--- config.mk ---
export PLATFORM = sky130hd
export DESIGN_NAME = fpu_top
export DESIGN_NICKNAME = d
export VERILOG_FILES = /design/src/fpu_pkg.sv /design/src/fpu_align.sv /design/src/fpu_stage1.sv /design/src/fpu_stage2.sv /design/src/fpu_round.sv /design/src/fpu_result_buf.sv /design/src/fpu_top.sv
export SDC_FILE = /design/constraint.sdc
export NUM_CORES = 2
export LEC_CHECK = 0
export BUFFER_PORTS_ARGS = -buffer_cell sky130_fd_sc_hd__buf_4
export CORE_ASPECT_RATIO = 1.4
export CORE_MARGIN = 1.5
export CORE_UTILIZATION = 45
export CTS_BUF_LIST = sky130_fd_sc_hd__clkbuf_8
export CTS_CLUSTER_SIZE = 24
export DETAILED_ROUTE_END_ITERATION = 10
export PLACE_DENSITY_LB_ADDON = 0.05
export SLEW_MARGIN = 5
export SYNTH_ARGS = -nofsm -noshare
export SYNTH_HDL_FRONTEND = slang
export SYNTH_SLANG_ARGS = --single-unit
--- constraint.sdc ---
create_clock -name clk -period 9.4 [get_ports clk]
set_input_delay 0.94 -clock clk [delete_from_list [all_inputs] [get_ports clk]]
set_output_delay 0.94 -clock clk [all_outputs]
set_load 0.02 [all_outputs]
--- src/fpu_pkg.sv ---
package fpu_pkg;

   // funct7 op codes, same values as the integer decoder
   localparam logic [6:0] op_add = 7'b0100000;
   localparam logic [6:0] op_sub = 7'b0100100;
   localparam logic [6:0] op_mul = 7'b0000010;

   // only rtz is decoded, every other frm rounds nearest even
   localparam logic [2:0] frm_rtz = 3'b001;

   // flag word bit positions
   localparam int flag_nv = 4;   // invalid
   localparam int flag_dz = 3;   // div by zero, never set
   localparam int flag_of = 2;   // overflow
   localparam int flag_uf = 1;   // underflow
   localparam int flag_nx = 0;   // inexact

   localparam logic [31:0] canon_nan = 32'h7fc00000;

   // add/sub view of the stage 1 word
   // fracs are 1.23 significands followed by guard, round, sticky
   typedef struct packed {
      logic [1:0]  pad;
      logic        big_sign;
      logic [26:0] big_frac;     // larger magnitude, unshifted
      logic        small_sign;
      logic [26:0] small_frac;   // aligned to exp_max, lsb is sticky
      logic [7:0]  exp_max;
   } s1_addsub_t;

   // mul view, full 2.46 product kept for rounding
   typedef struct packed {
      logic        pad;
      logic        sign;
      logic [7:0]  exp_a;
      logic [7:0]  exp_b;
      logic [47:0] prod;
   } s1_mul_t;

   // one 66 bit word, read by stage 2 according to funct7
   typedef union packed {
      s1_addsub_t addsub;
      s1_mul_t    mul;
   } s1_word_u;

endpackage

--- src/fpu_align.sv ---
`timescale 1ns/1ps

module fpu_align (
   input  logic [31:0] a,
   input  logic [31:0] b,
   input  logic        sub,
   output logic        big_sign,
   output logic [26:0] big_frac,
   output logic        small_sign,
   output logic [26:0] small_frac,
   output logic [7:0]  exp_max
);

   logic        b_sign;
   logic [23:0] sig_a;
   logic [23:0] sig_b;
   logic        a_big;
   logic [7:0]  exp_min;
   logic [7:0]  exp_diff;
   logic [4:0]  sh;
   logic [26:0] sm_frac;
   logic [53:0] sm_wide;   // shifted value on top, lost bits below

   assign b_sign = b[31] ^ sub;   // a - b handled as a + (-b)

   // hidden one only for normals, subnormals read as zero
   assign sig_a = (a[30:23] != 8'd0) ? {1'b1, a[22:0]} : 24'd0;
   assign sig_b = (b[30:23] != 8'd0) ? {1'b1, b[22:0]} : 24'd0;

   // magnitude order, exponent first then significand
   assign a_big = {a[30:23], sig_a} >= {b[30:23], sig_b};

   assign big_sign   = a_big ? a[31] : b_sign;
   assign small_sign = a_big ? b_sign : a[31];
   assign big_frac   = a_big ? {sig_a, 3'b000} : {sig_b, 3'b000};
   assign sm_frac    = a_big ? {sig_b, 3'b000} : {sig_a, 3'b000};
   assign exp_max    = a_big ? a[30:23] : b[30:23];
   assign exp_min    = a_big ? b[30:23] : a[30:23];

   assign exp_diff = exp_max - exp_min;   // never negative after ordering
   // past 27 everything is in the sticky anyway
   assign sh = (exp_diff > 8'd27) ? 5'd27 : exp_diff[4:0];

   assign sm_wide = {sm_frac, 27'd0} >> sh;

   // fold everything shifted out into bit 0
   assign small_frac = {sm_wide[53:28], sm_wide[27] | (|sm_wide[26:0])};

endmodule

--- src/fpu_stage1.sv ---
`timescale 1ns/1ps

module fpu_stage1 import fpu_pkg::*; (
   input  logic        clk,
   input  logic        nrst,
   input  logic        op_valid,
   input  logic [31:0] a,
   input  logic [31:0] b,
   input  logic [6:0]  funct7,
   input  logic [2:0]  frm,
   output logic        s1_valid,
   output s1_word_u    s1_word,
   output logic [6:0]  s1_funct7,
   output logic [2:0]  s1_frm,
   output logic        s1_special,
   output logic [31:0] s1_special_res,
   output logic        s1_nv
);

   logic        is_add, is_sub, is_mul;
   logic        a_nan, a_inf, a_zero;
   logic        b_nan, b_inf, b_zero;
   logic        b_sign_eff;
   logic        mul_sign;
   logic        al_big_sign, al_small_sign;
   logic [26:0] al_big_frac, al_small_frac;
   logic [7:0]  al_exp;
   logic [47:0] prod;
   logic        special, nv;
   logic [31:0] special_res;
   s1_word_u    word;

   assign is_add = funct7 == op_add;
   assign is_sub = funct7 == op_sub;
   assign is_mul = funct7 == op_mul;

   // operand classes, exp 0 counts as zero
   assign a_nan  = (a[30:23] == 8'hff) && (a[22:0] != 23'd0);
   assign a_inf  = (a[30:23] == 8'hff) && (a[22:0] == 23'd0);
   assign a_zero = a[30:23] == 8'd0;
   assign b_nan  = (b[30:23] == 8'hff) && (b[22:0] != 23'd0);
   assign b_inf  = (b[30:23] == 8'hff) && (b[22:0] == 23'd0);
   assign b_zero = b[30:23] == 8'd0;

   assign b_sign_eff = b[31] ^ is_sub;
   assign mul_sign   = a[31] ^ b[31];

   fpu_align fpu_align_i (
      .a          (a),
      .b          (b),
      .sub        (is_sub),
      .big_sign   (al_big_sign),
      .big_frac   (al_big_frac),
      .small_sign (al_small_sign),
      .small_frac (al_small_frac),
      .exp_max    (al_exp)
   );

   // 24x24 significand product, only used when both are normal
   assign prod = {1'b1, a[22:0]} * {1'b1, b[22:0]};

   always_comb begin
      special     = 1'b1;
      nv          = 1'b0;
      special_res = canon_nan;
      if (!(is_add || is_sub || is_mul)) begin
         nv = 1'b1;   // unknown funct7
      end else if (a_nan || b_nan) begin
         nv = 1'b1;
      end else if (is_mul) begin
         if ((a_zero && b_inf) || (a_inf && b_zero))
            nv = 1'b1;   // 0 * inf
         else if (a_inf || b_inf)
            special_res = {mul_sign, 8'hff, 23'd0};
         else if (a_zero || b_zero)
            special_res = {mul_sign, 31'd0};   // signed zero, exact
         else
            special = 1'b0;
      end else begin
         if (a_inf && b_inf && (a[31] != b_sign_eff))
            nv = 1'b1;   // inf - inf
         else if (a_inf)
            special_res = {a[31], 8'hff, 23'd0};
         else if (b_inf)
            special_res = {b_sign_eff, 8'hff, 23'd0};
         else
            special = 1'b0;   // zeros go through the adder for sign rules
      end
   end

   // fill the view stage 2 will read
   always_comb begin
      word = '0;
      if (is_mul) begin
         word.mul.sign  = mul_sign;
         word.mul.exp_a = a[30:23];
         word.mul.exp_b = b[30:23];
         word.mul.prod  = prod;
      end else begin
         word.addsub.big_sign   = al_big_sign;
         word.addsub.big_frac   = al_big_frac;
         word.addsub.small_sign = al_small_sign;
         word.addsub.small_frac = al_small_frac;
         word.addsub.exp_max    = al_exp;
      end
   end

   always_ff @(posedge clk or negedge nrst) begin
      if (!nrst)
         s1_valid <= 1'b0;
      else
         s1_valid <= op_valid;
   end

   // payload, loaded only with a valid op
   always_ff @(posedge clk) begin
      if (op_valid) begin
         s1_word        <= word;
         s1_funct7      <= funct7;
         s1_frm         <= frm;
         s1_special     <= special;
         s1_special_res <= special_res;
         s1_nv          <= nv;
      end
   end

endmodule

--- src/fpu_stage2.sv ---
`timescale 1ns/1ps

module fpu_stage2 import fpu_pkg::*; (
   input  logic        clk,
   input  logic        nrst,
   input  logic        s1_valid,
   input  s1_word_u    s1_word,
   input  logic [6:0]  s1_funct7,
   input  logic [2:0]  s1_frm,
   input  logic        s1_special,
   input  logic [31:0] s1_special_res,
   input  logic        s1_nv,
   output logic        s2_valid,
   output logic        s2_sign,
   output logic [9:0]  s2_exp,
   output logic [47:0] s2_frac,
   output logic [2:0]  s2_frm,
   output logic        s2_special,
   output logic [31:0] s2_special_res,
   output logic        s2_nv
);

   logic        is_mul;
   logic        same_sign;
   logic [27:0] big_ext, small_ext;
   logic [27:0] mag;   // bit 26 is the units bit, bit 27 the carry
   logic        sign;
   logic [9:0]  exp;
   logic [47:0] frac;

   assign is_mul = s1_funct7 == op_mul;

   assign big_ext   = {1'b0, s1_word.addsub.big_frac};
   assign small_ext = {1'b0, s1_word.addsub.small_frac};
   assign same_sign = s1_word.addsub.big_sign == s1_word.addsub.small_sign;

   // big >= small, so the difference never goes negative
   assign mag = same_sign ? big_ext + small_ext : big_ext - small_ext;

   // both results land in a 2.46 frame, bit 46 = units
   always_comb begin
      if (is_mul) begin
         sign = s1_word.mul.sign;
         exp  = {2'b00, s1_word.mul.exp_a} + {2'b00, s1_word.mul.exp_b} - 10'd127;
         frac = s1_word.mul.prod;
      end else begin
         // exact cancel gives +0, -0 + -0 keeps its sign
         sign = (!same_sign && (mag == 28'd0)) ? 1'b0 : s1_word.addsub.big_sign;
         exp  = {2'b00, s1_word.addsub.exp_max};
         frac = {mag, 20'd0};
      end
   end

   always_ff @(posedge clk or negedge nrst) begin
      if (!nrst)
         s2_valid <= 1'b0;
      else
         s2_valid <= s1_valid;
   end

   always_ff @(posedge clk) begin
      if (s1_valid) begin
         s2_sign        <= sign;
         s2_exp         <= exp;   // wide, may be out of range here
         s2_frac        <= frac;
         s2_frm         <= s1_frm;
         s2_special     <= s1_special;
         s2_special_res <= s1_special_res;
         s2_nv          <= s1_nv;
      end
   end

endmodule

--- src/fpu_round.sv ---
`timescale 1ns/1ps

module fpu_round import fpu_pkg::*; (
   input  logic        clk,
   input  logic        nrst,
   input  logic        s2_valid,
   input  logic        s2_sign,
   input  logic [9:0]  s2_exp,
   input  logic [47:0] s2_frac,
   input  logic [2:0]  s2_frm,
   input  logic        s2_special,
   input  logic [31:0] s2_special_res,
   input  logic        s2_nv,
   output logic        r_valid,
   output logic [31:0] r_result,
   output logic [flag_nv:0] r_flags
);

   logic [5:0]         lead;     // leading one position
   logic [47:0]        norm;     // leading one moved to bit 47
   logic signed [10:0] exp_n, exp_r;
   logic               g, r, s, lsb;
   logic               rtz, up, inexact;
   logic [24:0]        mant_r;
   logic [31:0]        res;
   logic [flag_nv:0]   fl;

   assign rtz = s2_frm == frm_rtz;

   // last hit wins, so lead ends on the top set bit
   always_comb begin
      lead = 6'd0;
      for (int i = 0; i < 48; i++) begin
         if (s2_frac[i])
            lead = i[5:0];
      end
   end

   assign norm  = s2_frac << (6'd47 - lead);
   assign exp_n = {s2_exp[9], s2_exp} + {5'd0, lead} - 11'd46;

   assign lsb = norm[24];
   assign g   = norm[23];
   assign r   = norm[22];
   assign s   = |norm[21:0];
   assign inexact = g | r | s;

   // nearest even rounds up above half, or on a tie with odd lsb
   assign up     = !rtz && g && (r || s || lsb);
   assign mant_r = {1'b0, norm[47:24]} + {24'd0, up};
   assign exp_r  = exp_n + {10'd0, mant_r[24]};   // mantissa carry out

   always_comb begin
      res = 32'd0;
      fl  = '0;
      fl[flag_dz] = 1'b0;   // no divider in this unit
      if (s2_special) begin
         res = s2_special_res;
         fl[flag_nv] = s2_nv;
      end else if (s2_frac == 48'd0) begin
         res = {s2_sign, 31'd0};   // exact zero
      end else if (exp_r > 11'sd254) begin
         fl[flag_of] = 1'b1;
         fl[flag_nx] = 1'b1;
         res = rtz ? {s2_sign, 8'hfe, 23'h7fffff} : {s2_sign, 8'hff, 23'd0};
      end else if (exp_r < 11'sd1) begin
         fl[flag_uf] = 1'b1;   // flush to signed zero
         fl[flag_nx] = 1'b1;
         res = {s2_sign, 31'd0};
      end else begin
         fl[flag_nx] = inexact;
         // a carry out leaves the low 23 bits zero
         res = {s2_sign, exp_r[7:0], mant_r[22:0]};
      end
   end

   always_ff @(posedge clk or negedge nrst) begin
      if (!nrst)
         r_valid <= 1'b0;
      else
         r_valid <= s2_valid;
   end

   always_ff @(posedge clk) begin
      if (s2_valid) begin
         r_result <= res;
         r_flags  <= fl;
      end
   end

endmodule

--- src/fpu_result_buf.sv ---
`timescale 1ns/1ps

module fpu_result_buf import fpu_pkg::*; #(
   parameter int RES_DEPTH   = 4,
   parameter int OUT_CREDITS = 2
) (
   input  logic             clk,
   input  logic             nrst,
   input  logic             r_valid,
   input  logic [31:0]      r_result,
   input  logic [flag_nv:0] r_flags,
   input  logic             res_credit,
   output logic             res_valid,
   output logic [31:0]      result,
   output logic [flag_nv:0] flags,
   output logic             in_credit
);

   localparam int aw = (RES_DEPTH > 1) ? $clog2(RES_DEPTH) : 1;
   localparam int cw = $clog2(OUT_CREDITS + 1);

   logic [31:0]      res_mem  [RES_DEPTH];
   logic [flag_nv:0] flag_mem [RES_DEPTH];
   logic [aw-1:0]    wr_ptr, rd_ptr;
   logic [aw:0]      count;     // entries held
   logic [cw-1:0]    credits;   // downstream slots we may still fill
   logic             pop;

   // send head when there is one and the consumer has room
   assign pop       = (count != '0) && (credits != '0);
   assign res_valid = pop;
   assign in_credit = pop;   // slot freed, hand it back upstream
   assign result    = res_mem[rd_ptr];
   assign flags     = flag_mem[rd_ptr];

   always_ff @(posedge clk or negedge nrst) begin
      if (!nrst) begin
         wr_ptr  <= '0;
         rd_ptr  <= '0;
         count   <= '0;
         credits <= cw'(OUT_CREDITS);
      end else begin
         if (r_valid)
            wr_ptr <= (wr_ptr == aw'(RES_DEPTH - 1)) ? '0 : wr_ptr + 1'b1;
         if (pop)
            rd_ptr <= (rd_ptr == aw'(RES_DEPTH - 1)) ? '0 : rd_ptr + 1'b1;
         case ({r_valid, pop})
            2'b10:   count <= count + 1'b1;
            2'b01:   count <= count - 1'b1;
            default: count <= count;   // both or neither
         endcase
         case ({res_credit, pop})
            2'b10:   credits <= credits + 1'b1;
            2'b01:   credits <= credits - 1'b1;
            default: credits <= credits;
         endcase
      end
   end

   // upstream credits keep writes from ever landing on a full buffer
   always_ff @(posedge clk) begin
      if (r_valid) begin
         res_mem[wr_ptr]  <= r_result;
         flag_mem[wr_ptr] <= r_flags;
      end
   end

endmodule

--- src/fpu_top.sv ---
`timescale 1ns/1ps

module fpu_top import fpu_pkg::*; #(
   parameter int RES_DEPTH   = 4,   // upstream credits, buffer slots
   parameter int OUT_CREDITS = 2    // consumer slots at reset
) (
   input  logic             clk,
   input  logic             nrst,
   input  logic             op_valid,
   input  logic [31:0]      a,
   input  logic [31:0]      b,
   input  logic [6:0]       funct7,
   input  logic [2:0]       frm,
   input  logic             res_credit,
   output logic             res_valid,
   output logic [31:0]      result,
   output logic [flag_nv:0] flags,
   output logic             in_credit
);

   // stage 1 -> stage 2
   logic             s1_valid, s1_special, s1_nv;
   s1_word_u         s1_word;
   logic [6:0]       s1_funct7;
   logic [2:0]       s1_frm;
   logic [31:0]      s1_special_res;
   // stage 2 -> round
   logic             s2_valid, s2_sign, s2_special, s2_nv;
   logic [9:0]       s2_exp;
   logic [47:0]      s2_frac;
   logic [2:0]       s2_frm;
   logic [31:0]      s2_special_res;
   // round -> buffer
   logic             r_valid;
   logic [31:0]      r_result;
   logic [flag_nv:0] r_flags;

   fpu_stage1 fpu_stage1_i (.*);   // classify, align, multiply

   fpu_stage2 fpu_stage2_i (.*);   // add or exponent sum

   fpu_round fpu_round_i (.*);     // normalize, round, flags

   fpu_result_buf #(
      .RES_DEPTH   (RES_DEPTH),
      .OUT_CREDITS (OUT_CREDITS)
   ) fpu_result_buf_i (.*);

endmodule

## Yosys cells after proc, flatten, opt, wreduce, memory -nomap -nowiden

Memory sizes are Yosys's and may differ from the RTL's.
Cells that the tools add are included.

- Bitwise operators: 6
- Shifts and indexed selects: 2
- $mul: 1
- Div/mod/pow operators: 0
- Add/sub/neg operators: 16
- Order comparisons: 4
- Multiplexer cells: 94
- Eq/ne operators: 15
- Reductions and logical operators: 41

Operator list:

| kind | number |
|---|---|
| 2-to-1 mux 6 bit | 46 |
| 2-to-1 mux 32 bit | 8 |
| 2-to-1 mux 31 bit | 3 |
| 2-to-1 mux 24 bit | 3 |
| 2-to-1 mux 64 bit | 1 |
| 2-to-1 mux 27 bit | 2 |
| >> shifter 54 x 5 -> 54 bit | 1 |
| logical NOT 48 bit | 1 |
| multiplier 24 x 24 -> 48 bit | 1 |
| 2-to-1 mux 48 bit | 1 |
| left shift 48 x 6 -> 48 bit | 1 |
| logical NOT 23 bit | 2 |
| nonzero test 23 bit | 2 |
| greater-or-equal comparator 32 bit | 1 |
| adder 27 x 27 -> 28 bit | 1 |
| logical NOT 28 bit | 1 |
| 2-to-1 mux 28 bit | 1 |
| subtractor 27 x 27 -> 28 bit | 1 |
| OR reduction 27 bit | 1 |
| adder 24 x 1 -> 25 bit | 1 |
| 2-to-1 mux 8 bit | 3 |
| OR reduction 22 bit | 1 |
| 2-to-1 mux 1 bit | 21 |
| == test 8 bit, second input constant | 2 |
| other kinds (37) | 73 |

- Bits in registers: 253
- Output and inout bits: 39
- Memories kept: 2
- Memory bits (read-only): 0
- Input bits: 78
- Bits in writable memories: 144
- Latch bits: 0

Memory list:

| memory | words | bits a word | rd ports | clocked after Yosys merged registers in | wr ports | RTL line | RTL |
|---|---|---|---|---|---|---|---|
| fpu_result_buf_i.res_mem | 4 | 32 | 1 | 0 | 1 | fpu_result_buf.sv:22 | `logic [31:0] res_mem [RES_DEPTH];` |
| fpu_result_buf_i.flag_mem | 4 | 4 | 1 | 0 | 1 | fpu_result_buf.sv:23 | `logic [flag_nv:0] flag_mem [RES_DEPTH];` |

## Logic depth before layout (Yosys ltp)

- Depth after elaboration: 60
- Mapped depth: 44
- Depth with buffers taken out: 41

## Modules after synthesis

Synthesis repeated with hierarchy kept, for this count alone.

- Cells, all modules: 5075
- Area, all modules: 46350.7 um^2

Modules (own cells, without submodules):

| module | sequential area each (um^2) | cells each | area an instance (um^2) | instances |
|---|---|---|---|---|
| fpu_stage1 | 2427.3 | 2528 | 22685.5 | 1 |
| fpu_round | 1106.1 | 1005 | 7447.1 | 1 |
| fpu_stage2 | 2907.8 | 548 | 5898.2 | 1 |
| fpu_result_buf | 4670.7 | 241 | 5851.9 | 1 |
| fpu_align | 0.0 | 753 | 4468.0 | 1 |

## Least setup slack after synthesis

Ideal clock, no wire load.

- Path type: input port to flip-flop
- Start point: in b[3]
- End point: reg fpu_stage1_i.s1_word[46] (netlist name), data pin
- Library setup time: 269 ps
- Slack: 485 ps
- Buffers on the path: 2
- Data required time: 9131 ps
- Cell stages on the path: 30
- Arrival: 8646 ps
- Cell sequence: clkbuf_1 -> clkbuf_1 -> nand2_1 -> fa_1 -> inv_1 -> fa_1 -> fa_1 -> inv_1 -> fa_1 -> fa_1 -> inv_1 -> fa_1 -> fa_1 -> ha_1 -> a21o_1 -> a21oi_1 -> a21boi_0 -> o21ai_0 -> o221a_2 -> a41o_1 -> nor4_1 -> o41ai_1 -> a31oi_1 -> o21ai_0 -> nand4_1 -> a41oi_1 -> or4_1 -> a31oi_1 -> xor2_1 -> o21ai_0

RTL lines:

| element | RTL line | RTL |
|---|---|---|
| start: declaration | fpu_top.sv:11 | `input logic [31:0] b,` |
| end signal: assignment | fpu_stage1.sv:118 | `s1_word <= word;` |
| end: declaration | fpu_stage1.sv:12 | `output s1_word_u s1_word,` |

## Worst setup path after layout

- Start point: reg fpu_stage2_i.s2_frac[5]
- End point: reg fpu_round_i.r_result[1], data pin

- Word-level cells in the longest chain between the ends: 56
- Elaborated cells between the ends (all ways): 61
- Those cells by class: add/sub (5); order compare (2); shift (1); mux (47); reduce/logical (6)

RTL lines:

| element | RTL line | RTL |
|---|---|---|
| start: declaration | fpu_stage2.sv:16 | `output logic [47:0] s2_frac,` |
| start signal: assignment | fpu_stage2.sv:65 | `s2_frac <= frac;` |
| 2-to-1 mux 6 bit (43 in series) | fpu_round.sv:34 | `if (s2_frac[i])` |
| subtractor 6 bit | fpu_round.sv:39 | `assign norm = s2_frac << (6'd47 - lead);` |
| left shift 48 x 6 -> 48 bit | fpu_round.sv:39 |  |
| OR reduction 22 bit | fpu_round.sv:45 | `assign s = \|norm[21:0];` |
| logical OR 1 bit (2 in series) | fpu_round.sv:49 | `assign up = !rtz && g && (r \|\| s \|\| lsb);` |
| logical AND 1 bit | fpu_round.sv:49 |  |
| adder 24 x 1 -> 25 bit | fpu_round.sv:50 | `assign mant_r = {1'b0, norm[47:24]} + {24'd0, up};` |
| adder 11 x 1 -> 11 bit | fpu_round.sv:51 | `assign exp_r = exp_n + {10'd0, mant_r[24]};` |
| less-than comparator 11 x 2 -> 1 bit | fpu_round.sv:66 | `end else if (exp_r < 11'sd1) begin` |
| 2-to-1 mux 31 bit | fpu_round.sv:66 |  |
| 2-to-1 mux 31 bit | fpu_round.sv:62 | `end else if (exp_r > 11'sd254) begin` |
| 2-to-1 mux 31 bit (*) | fpu_round.sv:60 | `end else if (s2_frac == 48'd0) begin` |
| 2-to-1 mux 32 bit (*) | fpu_round.sv:57 | `if (s2_special) begin` |
| end signal: assignment | fpu_round.sv:86 | `r_result <= res;` |
| end: declaration | fpu_round.sv:15 | `output logic [31:0] r_result,` |

Every way passes the cells marked *; elsewhere a longest branch is shown, timed or not.
A chain may end at the register's enable or synchronous reset.

==> metrics.md <==
| Metric | Value |
|---|---|
| Drt total wl | `140000 um` |
| Reg area | `10100 um2` |
| Slew Limit Fails | `0` |
| Iteration-0 DRC Markers | `1987` |
| First-pass GRT wire length | `212000 um` |
| IO buf count | `115` |
| Vias in the first global route | `35000` |
| Post-route setup TNS | `0 ns` |
| Final min period | `8.63 ns` |
| Worst-path clk slew | `0.07 ns` |
| Worst Skew | `0.0369 ns` |
| Min-delay worst type | `input pin to asynchronous set/reset pin` |
| Clk buf depth | `3` |
| Slew @ Worst Pin | `1.02 ns` |
| Critical path peak fanout | `13` |
| Maxcap violations | `0` |
| Setup crit start kind | `flip-flop` |
| Core Box Area | `92200 um2` |
| Required time of the critical path | `9.90 ns` |
| Nets@finish | `5414` |
| Syn Std Cell Area | `41800 um2` |
| Crit Path Class | `flip-flop to flip-flop` |
| Routability cong. | `0.961` |
| DRC errors left | `0` |
| Fill count | `8919` |
| Post-DP HPWL | `113000 um` |
| CP most frequent cell | `buf_4` |
| DR vias | `33100` |
| Overflow after GRT | `0` |
| Final Hold Fails | `0` |
| H-tree Lvls | `2` |
| Yosys warnings | `0` |
| Die Wd | `260 um` |
| Final Util | `49.6%` |
| Seq/Total Area, Yosys | `24.2%` |
| Final setup fails | `0` |
| Mapped Cells | `4462` |
| Num Clock Sinks | `339` |
| Post-synth net total | `5299` |
| Register bit count reported by yosys | `339` |
| Layout cells sized above 1 | `10.6%` |
| I/O pin count | `117` |
| Largest net degree at the start of global routing | `69` |
| Critical Path AT | `9.13 ns` |
| Max-slew headroom | `32.1%` |
| Drt first pass iters | `5` |
| Die Span Y | `363 um` |
| Max stage delay on crit path | `0.55 ns` |
| Async SR Flop Fraction | `3.54%` |
| Initial Util | `45.3%` |
| Global Route Usage Sum | `29.9%` |
| Critical path's slowest cell | `o311ai_1` |
| Die area | `94700 um2` |
| Drt wl/cell | `24.1 um` |
| Antenna-violating nets left | `0` |
| Clk_lat worst skew | `0.63 ns` |
| Via/cell ratio | `5.69` |
| Layout area overhead | `9.36%` |
| Cell Rows | `132` |
| Initial antenna violation count | `7` |
| Max Fclk | `116 MHz` |
| CTS tree | `yes` |
| Post-synth EDFFs | `327` |
| RSZ-0062 raised after global routing | `false` |
| Netlist cell types | `92` |
| Syn avg cell area | `9.36 um2` |
| Multi-input gate area | `28400 um2` |
| CTS root buf | `clkbuf_8` |
| Num CTS Buffers | `47` |
| Fin crit share | `91.8%` |
| Critical Path End Type | `flip-flop` |
| Worst R2R Path Depth | `44` |
| Status | `finished, final reports clean` |
| Main synth FF type | `edfxtp_1` |
registers in the layout (all words and copies together), names as in the netlist, 4 cells and up:
| register | cells |
|---|---|
| fpu_round_i.r_result | 32 |
| fpu_stage1_i.s1_funct7 | 7 |
| fpu_round_i.r_flags | 4 |
| fpu_stage1_i.s1_word | 65 |
| fpu_stage2_i.s2_frac | 48 |
| fpu_result_buf_i.flag_mem | 16 |
| fpu_result_buf_i.res_mem | 128 |
| fpu_stage2_i.s2_exp | 10 |
cell usage after synthesis (65+ instances only):
library cell | number | area share [%]
nor3_1 | 65 | 0.78
and2_1 | 268 | 4.0
nand2_1 | 575 | 5.2
xnor2_1 | 78 | 1.6
mux2i_1 | 110 | 2.6
edfxtp_1 | 327 | 24
o21ai_0 | 174 | 2.1
a21oi_1 | 180 | 2.2
inv_1 | 607 | 5.5
clkbuf_1 | 200 | 1.8
ha_1 | 272 | 8.2
nor2_1 | 289 | 2.6
nand3_1 | 66 | 0.79
fa_1 | 487 | 23
cell usage in the layout, fill, tap and decap left out, types with 66 or more instances in the layout:
cell type and instances:
ha_1 272, o21ai_0 174, fa_1 487, buf_4 306, mux2i_1 110, xnor2_1 78, nand3_1 66, inv_1 615
a21oi_1 180, nor2_1 287, nand2_1 575, edfxtp_1 327, and2_1 264
timing repair:
item | in CTS | in global routing
hold buffers | 0 | 0
gates resized for setup | 0 | 4
hold endpoints to repair | 0 | 0
endpoints found under the setup margin | 0 | 22
buffers inserted | 0 | 1
worst paths after layout:
check,slack [ns],from,end
setup / recovery,0.77,fpu_stage2_i.s2_frac[5],fpu_round_i.r_result[1]
hold / removal,0.17,nrst,fpu_stage1_i.s1_valid
setup reg to reg,0.77,fpu_stage2_i.s2_frac[5],fpu_round_i.r_result[1]
hold reg to reg,0.42,fpu_stage1_i.s1_special_res[31],fpu_stage2_i.s2_special_res[31]
max in group asynchronous,9.00,nrst,fpu_result_buf_i.credits[1]
min in group clk,0.42,fpu_stage1_i.s1_special_res[31],fpu_stage2_i.s2_special_res[31]
layout make-up:
class	instances	share of cell area [%]
inverter	610	5.01
timing repair buffer	308	5.12
multi-input combinational	3271	62.3
antenna	4	0.0219
clock buffer	47	1.42
tap	1206	3.30
clock inverter	39	0.693
sequential	339	22.2
per-stage QoR:
stage | std cells | hold WS, ns | setup slack, ns | area, um2
final | 5824 | 0.167 | 0.766 | 45700
after global routing | 5822 | 0.144 | 0.0722 | 45700
after CTS | 5819 | 0.127 | 0.562 | 45600
after detailed placement | 5733 | 0.407 | 0.324 | 44700
after global placement | 5733 | 0.403 | 0.322 | 44700
after floorplan | 4462 | 0.400 | 0.485 | 41800
logic make-up (layout without fill, tap and decap cells):
logic type	Yosys count	in the layout	synth area share, %
buffers and inverters	852	1004	7.78
and+or+nand+nor	1462	1462	16.6
DFF	339	339	24.2
xor gates and xnor gates	133	133	2.79
other	1	5	0.00898
AOI/OAI and AO/OA	751	751	11.9
adders and majority gates	759	759	31.5
muxes	165	165	5.20
critical path, delay by kind of cell (launching register included):
| family | cells | cell delay, ns |
|---|---|---|
| compound gates | 25 | 4.74 |
| buf+inv | 8 | 1.38 |
| simple gates | 8 | 1.12 |
| fa+ha+maj | 3 | 0.85 |
| flops | 1 | 0.41 |
layer usage:
layer / vias to the layer above / track usage, % / wire [um]
met5: - / 0 / 39
li1: 15300 / - / -
met3: 352 / 2.32 / 5050
met4: 6 / 18.8 / 10200
met1: 16600 / 32.5 / 51400
met2: 888 / 55.7 / 73400
Power is not shown: default switching activity piles up to over one toggle a cycle in this logic, so the estimate is an artifact.
